[src/rtl/vidc_pkg.sv]
/*
 * Shared widths, register addresses and DMA state encoding for the
 * VIDC bus observer. Every RTL block takes these by wildcard import.
 */

`default_nettype none

package vidc_pkg;

   ////////////////////
   // Bus and register widths
   typedef logic [31:0]  vidc_word_t;      // Raw data bus word
   typedef logic [5:0]   reg_addr_t;       // Register number, also readback select
   typedef logic [23:0]  reg_data_t;       // Register payload
   typedef logic [11:0]  colour_t;         // 4:4:4 colour
   typedef logic [9:0]   timing_t;         // Display timing value
   typedef logic [12:0]  cursor_hpos_t;    // HCSR holds extra fine bits
   typedef logic [10:0]  cursor_x_t;

   typedef logic [191:0] palette_t;        // 16 colours, entry 0 lowest
   typedef logic [35:0]  cursor_palette_t; // Cursor colours 3,2,1

   typedef logic [15:0]  dma_count_t;
   typedef logic [3:0]   frame_count_t;

   // Words per DMA burst
   localparam int DMA_BEATS = 4;

   ////////////////////
   // Register addresses (bus address / 4)
   localparam reg_addr_t ADDR_BORDER      = 6'h10;
   localparam reg_addr_t ADDR_CURSOR_COL1 = 6'h11;
   localparam reg_addr_t ADDR_HCR         = 6'h20;
   localparam reg_addr_t ADDR_HCSR        = 6'h26;
   localparam reg_addr_t ADDR_VCR         = 6'h28;
   localparam reg_addr_t ADDR_VDSR        = 6'h2B;
   localparam reg_addr_t ADDR_VCSR        = 6'h2E;
   localparam reg_addr_t ADDR_VCER        = 6'h2F;

   // Field positions within the payload
   localparam int TIMING_LSB = 14;
   localparam int HCSR_LSB   = 11;

   // Burst tracker states
   typedef enum logic [1:0] {
      dma_idle,
      dma_video,
      dma_cursor
   } dma_state_e;

endpackage

`default_nettype wire

[src/rtl/cursor_geometry.sv]
/*
 * Cursor position for the display logic. The horizontal start is taken
 * at the resolution of the pixel clock mode, and the vertical window is
 * made relative to the start of the displayed area.
 */

`timescale 1ns/1ps
`default_nettype none

module cursor_geometry import vidc_pkg::*; (
   input  wire           conf_hires,
   input  cursor_hpos_t  hcsr,
   input  timing_t       vdsr,
   input  timing_t       vcsr,
   input  timing_t       vcer,
   output cursor_x_t     cursor_hstart,
   output timing_t       cursor_vstart,
   output timing_t       cursor_vend
);

   // Hires pixels are four times finer
   assign cursor_hstart = conf_hires ? hcsr[10:0] : hcsr[12:2];

   // Wraps at 10 bits when the cursor sits above the display start
   assign cursor_vstart = vcsr - vdsr;
   assign cursor_vend   = vcer - vdsr;

endmodule

`default_nettype wire

[src/rtl/dma_tracker.sv]
/*
 * Follows video and cursor DMA bursts from the request and acknowledge
 * strobes. Gives one load pulse per beat and counts bursts per frame,
 * latching the counts and stepping the frame counter at flyback.
 */

`timescale 1ns/1ps
`default_nettype none

module dma_tracker import vidc_pkg::*; (
   input  wire           clk,
   input  wire           reset,
   input  wire           hs,
   input  wire           vdrq_n,
   input  wire           vdak_rise,
   input  wire           flybk_start,
   output logic          load_dma,
   output logic          load_dma_cursor,
   output dma_count_t    video_dma_count,
   output dma_count_t    cursor_dma_count,
   output frame_count_t  fr_count
);

   localparam int BEAT_W = $clog2(DMA_BEATS);

   dma_state_e          state;
   logic [BEAT_W-1:0]   beats_left;
   dma_count_t          int_v_count;
   dma_count_t          int_c_count;
   logic                video_start;
   logic                cursor_start;

   // Line sync tells the two request kinds apart
   assign video_start  = (state == dma_idle) && !vdrq_n && hs;
   assign cursor_start = (state == dma_idle) && !vdrq_n && !hs;

   ////////////////////
   // Burst FSM
   always_ff @(posedge clk) begin
      if (reset) begin
         state      <= dma_idle;
         beats_left <= '0;
      end else begin
         case (state)
            dma_idle: begin
               if (video_start) begin
                  state      <= dma_video;
                  beats_left <= BEAT_W'(DMA_BEATS - 1);
               end else if (cursor_start) begin
                  state      <= dma_cursor;
                  beats_left <= BEAT_W'(DMA_BEATS - 1);
               end
            end
            dma_video, dma_cursor: begin
               if (vdak_rise) begin
                  if (beats_left != '0)
                     beats_left <= beats_left - 1'b1;
                  else
                     state <= dma_idle;   // Last beat seen
               end
            end
            default: state <= dma_idle;
         endcase
      end
   end

   // Data is valid on dma_data in the same cycle
   assign load_dma        = (state == dma_video) && vdak_rise;
   assign load_dma_cursor = (state == dma_cursor) && vdak_rise;

   ////////////////////
   // Per-frame counters
   always_ff @(posedge clk) begin
      if (reset) begin
         int_v_count      <= '0;
         int_c_count      <= '0;
         video_dma_count  <= '0;
         cursor_dma_count <= '0;
         fr_count         <= '0;
      end else if (flybk_start) begin
         video_dma_count  <= int_v_count;
         cursor_dma_count <= int_c_count;
         fr_count         <= fr_count + 1'b1;
         // A burst starting right now belongs to the new frame
         int_v_count      <= dma_count_t'(video_start);
         int_c_count      <= dma_count_t'(cursor_start);
      end else begin
         if (video_start)
            int_v_count <= int_v_count + 1'b1;
         if (cursor_start)
            int_c_count <= int_c_count + 1'b1;
      end
   end

endmodule

`default_nettype wire

[src/rtl/pin_sync.sv]
/*
 * Input synchronisers for the VIDC pins. Strobes and data run through
 * three-stage histories so that edges can be found and the data word
 * sampled with a strobe can be picked out of the data history.
 */

`timescale 1ns/1ps
`default_nettype none

module pin_sync import vidc_pkg::*; (
   input  wire         clk,
   input  wire         reset,
   input  vidc_word_t  d,
   input  wire         nvidw,
   input  wire         nhs,
   input  wire         flybk,
   input  wire         nvidrq,
   input  wire         nvidak,
   output logic        wr_strobe,
   output vidc_word_t  wr_word,
   output vidc_word_t  dma_word,
   output logic        hs,
   output logic        vdrq_n,
   output logic        flybk_start,
   output logic        vdak_rise
);

   logic [2:0] s_vidw;
   logic [2:0] s_hs;
   logic [2:0] s_flybk;
   logic [2:0] s_vdrq;
   logic [2:0] s_vdak;
   vidc_word_t d_hist [3];

   always_ff @(posedge clk) begin
      if (reset) begin
         s_vidw  <= 3'b111;   // Active low strobes idle high
         s_hs    <= 3'b111;
         s_vdrq  <= 3'b111;
         s_vdak  <= 3'b111;
         s_flybk <= 3'b000;
      end else begin
         s_vidw  <= {s_vidw[1:0], nvidw};
         s_hs    <= {s_hs[1:0], nhs};
         s_flybk <= {s_flybk[1:0], flybk};
         s_vdrq  <= {s_vdrq[1:0], nvidrq};
         s_vdak  <= {s_vdak[1:0], nvidak};
      end
   end

   // Data pipeline keeps pace with the strobe histories
   always_ff @(posedge clk) begin
      d_hist[0] <= d;
      d_hist[1] <= d_hist[0];
      d_hist[2] <= d_hist[1];
   end

   assign wr_strobe   = s_vidw[2] & ~s_vidw[1];   // First low sample
   assign wr_word     = d_hist[1];                // Sampled with that low strobe
   assign dma_word    = d_hist[2];                // Still from the ack-low window
   assign hs          = s_hs[1];
   assign vdrq_n      = s_vdrq[1];
   assign flybk_start = ~s_flybk[2] & s_flybk[1];
   assign vdak_rise   = ~s_vdak[2] & s_vdak[1];

endmodule

`default_nettype wire

[src/rtl/vidc_capture.sv]
/*
 * Passive VIDC bus observer, top level. Connects the pin synchronisers,
 * the register mirror, the cursor geometry and the DMA tracker. The
 * controller pins are only sampled, never driven.
 */

`timescale 1ns/1ps
`default_nettype none

module vidc_capture import vidc_pkg::*; (
   input  wire              clk,
   input  wire              reset,
   // Controller pins
   input  vidc_word_t       d,
   input  wire              nvidw,
   input  wire              nhs,
   input  wire              flybk,
   input  wire              nvidrq,
   input  wire              nvidak,
   input  wire              conf_hires,
   // Register readback and mode change
   input  reg_addr_t        rdata_sel,
   output reg_data_t        rdata,
   output logic             tregs_status,
   input  wire              tregs_ack,
   // Display exports
   output palette_t         palette,
   output cursor_palette_t  cursor_palette,
   output cursor_x_t        cursor_hstart,
   output timing_t          cursor_vstart,
   output timing_t          cursor_vend,
   // Frame and DMA info
   output frame_count_t     fr_count,
   output dma_count_t       video_dma_count,
   output dma_count_t       cursor_dma_count,
   output logic             load_dma,
   output logic             load_dma_cursor,
   output vidc_word_t       dma_data
);

   logic          wr_strobe;
   vidc_word_t    wr_word;
   logic          hs;
   logic          vdrq_n;
   logic          flybk_start;
   logic          vdak_rise;
   cursor_hpos_t  hcsr;
   timing_t       vdsr;
   timing_t       vcsr;
   timing_t       vcer;

   pin_sync u_pin_sync (
      .clk         (clk),
      .reset       (reset),
      .d           (d),
      .nvidw       (nvidw),
      .nhs         (nhs),
      .flybk       (flybk),
      .nvidrq      (nvidrq),
      .nvidak      (nvidak),
      .wr_strobe   (wr_strobe),
      .wr_word     (wr_word),
      .dma_word    (dma_data),
      .hs          (hs),
      .vdrq_n      (vdrq_n),
      .flybk_start (flybk_start),
      .vdak_rise   (vdak_rise)
   );

   vidc_regfile u_regfile (
      .clk            (clk),
      .reset          (reset),
      .wr_strobe      (wr_strobe),
      .wr_word        (wr_word),
      .rdata_sel      (rdata_sel),
      .tregs_ack      (tregs_ack),
      .rdata          (rdata),
      .tregs_status   (tregs_status),
      .palette        (palette),
      .cursor_palette (cursor_palette),
      .hcsr           (hcsr),
      .vdsr           (vdsr),
      .vcsr           (vcsr),
      .vcer           (vcer)
   );

   cursor_geometry u_cursor (
      .conf_hires    (conf_hires),
      .hcsr          (hcsr),
      .vdsr          (vdsr),
      .vcsr          (vcsr),
      .vcer          (vcer),
      .cursor_hstart (cursor_hstart),
      .cursor_vstart (cursor_vstart),
      .cursor_vend   (cursor_vend)
   );

   dma_tracker u_dma (
      .clk              (clk),
      .reset            (reset),
      .hs               (hs),
      .vdrq_n           (vdrq_n),
      .vdak_rise        (vdak_rise),
      .flybk_start      (flybk_start),
      .load_dma         (load_dma),
      .load_dma_cursor  (load_dma_cursor),
      .video_dma_count  (video_dma_count),
      .cursor_dma_count (cursor_dma_count),
      .fr_count         (fr_count)
   );

endmodule

`default_nettype wire

[src/rtl/vidc_regfile.sv]
/*
 * Mirror of the VIDC colour and display timing registers. Writes seen
 * on the bus update the mirrors, a select reads any of them back, and
 * writes to HCR or VCR flip a mode-change toggle for the display side.
 */

`timescale 1ns/1ps
`default_nettype none

module vidc_regfile import vidc_pkg::*; (
   input  wire              clk,
   input  wire              reset,
   input  wire              wr_strobe,
   input  vidc_word_t       wr_word,
   input  reg_addr_t        rdata_sel,
   input  wire              tregs_ack,
   output reg_data_t        rdata,
   output logic             tregs_status,
   output palette_t         palette,
   output cursor_palette_t  cursor_palette,
   output cursor_hpos_t     hcsr,
   output timing_t          vdsr,
   output timing_t          vcsr,
   output timing_t          vcer
);

   reg_addr_t    wr_addr;
   reg_data_t    wr_data;
   logic         is_palette;
   logic         is_cursor_col;
   logic         is_timing;
   logic         tregs_hit;

   colour_t      vplc [16];       // Video palette
   colour_t      border;
   colour_t      cplc [1:3];      // Cursor colours 1 to 3
   timing_t      timing_r [16];   // 0x20..0x2F, HCSR slot held apart
   cursor_hpos_t hcsr_r;

   ////////////////////
   // Write decode
   assign wr_addr = wr_word[31:26];
   assign wr_data = wr_word[23:0];

   assign is_palette    = (wr_addr[5:4] == 2'b00);
   assign is_cursor_col = (wr_addr[5:2] == ADDR_CURSOR_COL1[5:2]) &&
                          (wr_addr[1:0] != 2'b00);
   assign is_timing     = (wr_addr[5:4] == ADDR_HCR[5:4]);

   // Only HCR and VCR count as a mode change
   assign tregs_hit = (wr_addr == ADDR_HCR) || (wr_addr == ADDR_VCR);

   always_ff @(posedge clk) begin
      if (wr_strobe) begin
         if (is_palette) begin
            vplc[wr_addr[3:0]] <= wr_data[11:0];
         end else if (wr_addr == ADDR_BORDER) begin
            border <= wr_data[11:0];
         end else if (is_cursor_col) begin
            cplc[wr_addr[1:0]] <= wr_data[11:0];
         end else if (is_timing) begin
            if (wr_addr == ADDR_HCSR)
               hcsr_r <= wr_data[23:HCSR_LSB];     // Keeps the fine position bits
            else
               timing_r[wr_addr[3:0]] <= wr_data[23:TIMING_LSB];
         end
      end
   end

   ////////////////////
   // Mode-change toggle
   always_ff @(posedge clk) begin
      if (reset) begin
         tregs_status <= 1'b0;
      end else if (wr_strobe && tregs_hit && (tregs_ack == tregs_status)) begin
         tregs_status <= ~tregs_status;   // Held until the consumer catches up
      end
   end

   ////////////////////
   // Readback
   always_comb begin
      rdata = '0;
      if (rdata_sel[5:4] == 2'b00) begin
         rdata = reg_data_t'(vplc[rdata_sel[3:0]]);
      end else if (rdata_sel == ADDR_BORDER) begin
         rdata = reg_data_t'(border);
      end else if ((rdata_sel[5:2] == ADDR_CURSOR_COL1[5:2]) &&
                   (rdata_sel[1:0] != 2'b00)) begin
         rdata = reg_data_t'(cplc[rdata_sel[1:0]]);
      end else if (rdata_sel[5:4] == ADDR_HCR[5:4]) begin
         if (rdata_sel == ADDR_HCSR)
            rdata = reg_data_t'(hcsr_r) << HCSR_LSB;
         else
            rdata = reg_data_t'(timing_r[rdata_sel[3:0]]) << TIMING_LSB;
      end
   end

   ////////////////////
   // Exports to the display side
   always_comb begin
      for (int i = 0; i < 16; i++) begin
         palette[i*12 +: 12] = vplc[i];
      end
   end

   assign cursor_palette = {cplc[3], cplc[2], cplc[1]};

   assign hcsr = hcsr_r;
   assign vdsr = timing_r[ADDR_VDSR[3:0]];
   assign vcsr = timing_r[ADDR_VCSR[3:0]];
   assign vcer = timing_r[ADDR_VCER[3:0]];

endmodule

`default_nettype wire

[config.mk]
export PLATFORM = sky130hd
export DESIGN_NAME = vidc_capture
export DESIGN_NICKNAME = d
export VERILOG_FILES = /design/src/rtl/vidc_pkg.sv /design/src/rtl/cursor_geometry.sv /design/src/rtl/dma_tracker.sv /design/src/rtl/pin_sync.sv /design/src/rtl/vidc_capture.sv /design/src/rtl/vidc_regfile.sv
export SDC_FILE = /design/constraint.sdc
export NUM_CORES = 1
export LEC_CHECK = 0
export BUFFER_PORTS_ARGS = -buffer_cell sky130_fd_sc_hd__buf_2
export CAP_MARGIN = 40
export CORE_ASPECT_RATIO = 1.1
export CORE_UTILIZATION = 55
export DETAILED_ROUTE_END_ITERATION = 16
export PLACE_DENSITY = 0.79
export SETUP_SLACK_MARGIN = 0.05
export SYNTH_ARGS = -nofsm -noshare
export SYNTH_HDL_FRONTEND = slang
export SYNTH_SLANG_ARGS = --single-unit
[constraint.sdc]
create_clock -name clk -period 6.25 [get_ports clk]
set_input_delay 0.3125 -clock clk [delete_from_list [all_inputs] [get_ports clk]]
set_output_delay 0.3125 -clock clk [all_outputs]
set_load 0.02 [all_outputs]
Word level (Yosys, flattened, before mapping) --
Memories as Yosys holds them, arrays and structs flattened. Index checks and enable logic that the tools add are counted.
Storage, ports and cells: flip-flop bits (word level) 111, memory bits (writable) 484, input port bits 47, output and inout bits 354, logic and storage cells 116, memories kept 4
Cells by class: add/sub/neg operators 6, equality and inequality tests 17, multiplexer cells 35, bitwise logic cells 10, reduce and logical (&&, ||, !) cells 27
Memory list:
- u_regfile.vplc | words 16, width 12, read ports 17, clocked after memory_dff 0, write ports 1, line vidc_regfile.sv:34 | colour_t vplc [16];
- u_regfile.timing_r | words 16, width 10, read ports 4, clocked after memory_dff 0, write ports 1, line vidc_regfile.sv:37 | timing_t timing_r [16];
- u_pin_sync.d_hist | words 3, width 32, read ports 3, clocked after memory_dff 0, write ports 3, line pin_sync.sv:33 | vidc_word_t d_hist [3];
- u_regfile.cplc | words 3, width 12, read ports 4, clocked after memory_dff 0, write ports 1, line vidc_regfile.sv:36 | colour_t cplc [1:3];
Operators by type and width (count):
- 2-to-1 mux 24 bit | 5
- adder 16 x 1 -> 16 bit (second input constant) | 2
- equality test 6 bit (second input constant) | 4
- subtractor 10 bit | 2
- 2-to-1 mux 1 bit | 19
- 2-to-1 mux 2 bit | 8
- equality test 6 x 5 -> 1 bit (second input constant) | 2
- nonzero test 2 bit | 6
- 2-to-1 mux 11 bit | 1
- logical AND 1 bit | 9
- equality test 4 x 3 -> 1 bit (second input constant) | 2
- case mux 2 bit (2 select lines) | 2
- inverter 1 bit | 7
- equality test 2 bit (second input constant) | 3
- zero test 2 bit | 3
- AND reduction 3 bit | 2
- AND reduction 6 bit | 1
- adder 4 x 1 -> 4 bit (second input constant) | 1
- inequality test 2 x 1 -> 1 bit (second input constant) | 2
- AND reduction 4 bit | 1
- OR reduction 2 bit | 2
- AND 1 bit | 3
- inequality test 3 x 1 -> 1 bit (second input constant) | 1
- equality test 2 x 1 -> 1 bit (second input constant) | 1
- other kinds (5) | 6

Logic depth before layout (Yosys ltp) --
An unclocked memory read counts as a cell.
depth after elaboration 9, depth in mapped cells 9, gate-level depth less buffers 9

By module --
Synthesis repeated with hierarchy kept, for this count alone.
Second synthesis, totals: cells, all modules 1442, area, all modules 22988.3 um^2
Modules (own cells, without submodules):
- vidc_regfile | instances 1, cells each 799, area an instance 16118.0 um^2, sequential area each 12421.9 um^2
- dma_tracker | instances 1, cells each 325, area an instance 3099.2 um^2, sequential area each 1441.4 um^2
- pin_sync | instances 1, cells each 190, area an instance 2781.4 um^2, sequential area each 2182.1 um^2
- cursor_geometry | instances 1, cells each 128, area an instance 989.7 um^2, sequential area each 0.0 um^2

Least setup slack after synthesis --
OpenSTA, ideal clock, no wires.
kind register to register, from register u_pin_sync.s_vidw[1], to memory u_regfile.vplc[3][0] in the netlist's numbering (enable), setup time 0.412 ns, arrival time 2.034 ns, data required time 5.838 ns, path slack 3.804 ns, stages on the path, launching flop included 4, path buffers 0, period minus slack after synthesis 2.446 ns, cells stage by stage dfxtp_1 nand2b_1 or3_1 nor4_1
Between the ends: longest elaborated chain between the ends 4
RTL lines:
- from (decl) | line pin_sync.sv:28 | logic [2:0] s_vidw;
- from (signal assigned) | line pin_sync.sv:43 | s_vidw <= {s_vidw[1:0], nvidw};
- inverter 1 bit | line pin_sync.sv:58 | assign wr_strobe = s_vidw[2] & ~s_vidw[1];
- AND 1 bit | line pin_sync.sv:58
- 2-to-1 mux 1 bit | line vidc_regfile.sv:54 | if (wr_strobe) begin
- 2-to-1 mux 1 bit (implied by the code) | line vidc_regfile.sv:56 | vplc[wr_addr[3:0]] <= wr_data[11:0];
- to (decl) | line vidc_regfile.sv:34
Every way passes these cells.

Worst setup path in the final report --
from input rdata_sel[2], to output rdata[1]
Between the ends: longest elaborated chain between the ends 5, elaborated cells on any way between the ends 7, those cells by class eq/ne: 2; mux: 3; reduce/logical: 1; memory: 1
RTL lines:
- from (decl) | line vidc_capture.sv:22 | input reg_addr_t rdata_sel,
- equality test 4 x 3 -> 1 bit | line vidc_regfile.sv:88 | end else if ((rdata_sel[5:2] == ADDR_CURSOR_COL1[5:2]) &&
- logical AND 1 bit | line vidc_regfile.sv:88
- 2-to-1 mux 24 bit | line vidc_regfile.sv:88
- 2-to-1 mux 24 bit | line vidc_regfile.sv:86 | end else if (rdata_sel == ADDR_BORDER) begin
- 2-to-1 mux 24 bit * | line vidc_regfile.sv:84 | if (rdata_sel[5:4] == 2'b00) begin
- to (decl) | line vidc_capture.sv:23 | output reg_data_t rdata,
Mark *: on every way between the ends. The rest lies on a longest branch, timed or not.

==> metrics <==
Core Box Area 40,300 um2; fin cells 2,422; post-synthesis mux area share 10.4%; vias in the first global route 13,996; P per Cell Area 298 nW/um2; Post-DRT Antenna Nets 0; FP Rows 77; WL final 60.6 mm; peak supply drop 236 uV; # clock sinks 595; Die X 195 um; XOR/XNOR share of the synthesized area 1.64%; endpoint arrival time on the critical path 3.52 ns; via/cell ratio 5.84; overflow left after global routing 0; initial DRC count 1,464; total negative slack 0 ns; FFs w/ async S/R, synth 0%; initial antenna violation count 2; post-DR wirelength/cell 25.0 um; routability cong. 0.941; clock slew at reported path FFs 0.06 ns; DP Wirelength 42.7 mm; predominant post-synthesis flop cell edfxtp_1; CP Class input pin to output pin; CTS Buf Count 55; Vias 14,153; Ports 401; fraction of layout cells with a size suffix above 1 35.6%; die footprint 41,700 um2; Synth Warn # 0; fmax 261 MHz; crit path max fanout 37; slowest CP cell nor3b_4; post-CTS setup buffer count 0; synth unique cells 61; Post-Synth Adder-Cell Area 1.57%; crit path time final 3.83 ns; crit-path max cell delay 0.84 ns; type of origin of the critical path input pin; clk_skew 0.0167 ns; largest family of logic cells by synthesized area multiplexers; most frequent cells in the layout 413 x edfxtp_1, 398 x buf_2, 182 x dfxtp_1, 108 x nand2_1, 82 x mux4_2; total power draw 0.00818 W; CTS tree built; Final Hold Violating Endpoints 0; syn avg cell area 16.1 um2; #FFs+latches synth 595; Tightest Pin Transition 0.969 ns; Leak 10.2 nW; part of the cycle the worst path needs 61.3%; worst min path class input pin to flip-flop; sequential share of the synthesized area 71.4%; most common cell after layout, fill and taps aside edfxtp_1; Post-synth EDFFs 413; IO Port Bufs 400; CP Capture Type output pin; GRT Resource Usage Total 29.1%; Initial Util 55.8%; Slew Limit Fails 0; Inst Count DP 2,278; Worst Setup Slack, final 2.42 ns; fillers 2,721; DRC viols 0; max cap viols 0; clk buf depth 3; status finished, final reports clean; pre-CTS setup slack 2.44 ns; synthesized area 22,500 um2; global-route wire length before repair 89.0 mm; TritonRoute pass-1 iters 5; cells along the critical path buf_2 -> buf_4 -> or2_4 -> nor3b_4 -> nor3b_4 -> a221oi_1 -> a211oi_1 -> buf_2; die height 214 um; H-tree depth 2; Simple-Gate Fraction of Synth Area 6.61%; Worst Path Required 5.94 ns; pin count of the biggest net entering global routing 58; relative slew slack 35.3%; RSZ-0062 raised after global routing false; Final Util 68.1%; nets@finish 1,934; area delta synth->final 22.0%; Syn Inst Count 1,400; Compound-Gate Fraction of Synth Area 5.56%; worst skew pair latency 0.62 ns; count of final setup violators 0; Clock Tree Root clkbuf_16
[critical path: cells and delay by family]
kind | cells | cell delay, ns
compound gates | 2 | 0.59
buf+inv | 3 | 0.65
simple gates | 3 | 1.96
[repair_timing]
action                    CTS  global route
hold endpoints to repair   38             0
resized for setup           0             0
hold buffers               38             0
[path summary, 6_finish.rpt]
kind,from,endpoint,slack (ns),cells after the start
worst min register to register,u_pin_sync.d_hist[0][6]$_DFF_P_,u_pin_sync.d_hist[0][38]$_DFF_P_,0.32,0
worst min-delay path,reset,u_dma.state[0]$_SDFFE_PP0P_,0.28,3
worst max register to register,u_pin_sync.s_vidw[1]$_SDFF_PP1_,u_regfile.timing_r[15][9]$_DFFE_PP_,3.99,5
worst max-delay path,rdata_sel[2],rdata[1],2.42,8
[through the flow]
step | hold slack, ns | area [um2]
after floorplan | 0.310 | 22500
after global placement | 0.310 | 24800
after detailed placement | 0.312 | 25100
after CTS | 0.270 | 27400
after global routing | 0.305 | 27400
final | 0.284 | 27400
[cell usage after synthesis, drive strengths merged, types with 14 or more instances]
| master | n | area, um2 |
|---|---|---|
| inv | 29 | 109 |
| clkbuf | 32 | 124 |
| o22ai | 16 | 100 |
| mux4 | 85 | 1930 |
| nand3 | 16 | 80.1 |
| a21oi | 60 | 300 |
| xor2 | 23 | 201 |
| dfxtp | 182 | 3640 |
| nand4 | 14 | 93.8 |
| nand2 | 108 | 405 |
| xnor2 | 19 | 166 |
| a211oi | 16 | 165 |
| nor2 | 85 | 319 |
| o21ai | 31 | 155 |
| edfxtp | 413 | 12400 |
| a22oi | 21 | 158 |
| buf | 59 | 388 |
| ha | 25 | 313 |
| mux2i | 28 | 280 |
[cell type report]
class | count | area, um2 | area share (%)
Timing Repair Buffer | 486 | 2830 | 10.3
Inverter | 29 | 109 | 0.397
Clock buffer | 74 | 1600 | 5.84
Multi-Input combinational cell | 693 | 5860 | 21.4
Tap cell | 513 | 642 | 2.34
Clock inverter | 30 | 317 | 1.15
Antenna cell | 2 | 5.00 | 0.0183
Sequential cell | 595 | 16000 | 58.5
[report_power, final]
group	internal (W)	switching, W	total (W)
combinational	0.000159	0.000209	0.000367
sequential	0.00426	0.0000706	0.00433
clock	0.00202	0.00147	0.00348
[layer usage]
| layer | track usage, % | routed length, um | vias up |
|---|---|---|---|
| met1 | 38.8 | 23600 | 7052 |
| li1 | - | - | 6183 |
| met2 | 45.7 | 28300 | 806 |
| met5 | 0 | 0 | - |
| met3 | 8.10 | 6580 | 112 |
| met4 | 11.3 | 2180 | 0 |
[state kept, by name (all words and copies together) (netlist names), 3 cells and up]
name and flops:
u_regfile.vplc 192, u_regfile.timing_r 160, u_pin_sync.d_hist 96, u_regfile.cplc 36
u_dma.cursor_dma_count 16, u_dma.int_c_count 16, u_dma.int_v_count 16, u_dma.video_dma_count 16
u_regfile.hcsr 13, u_regfile.border 12, u_dma.fr_count 4, u_pin_sync.s_flybk 3
u_pin_sync.s_vdak 3, u_pin_sync.s_vidw 3
[kinds of logic (layout without fill, tap and decap cells)]
family                     after synthesis  after routing
xor gates and xnor gates                42             42
adders and majority gates               27             27
buffers and inverters                  121            619
and+or+nand+nor                        309            309
DFF                                    595            595
muxes                                  124            124
AOI/OAI and AO/OA                      181            181
other                                    1             12
(Power assumes the default switching activity.)
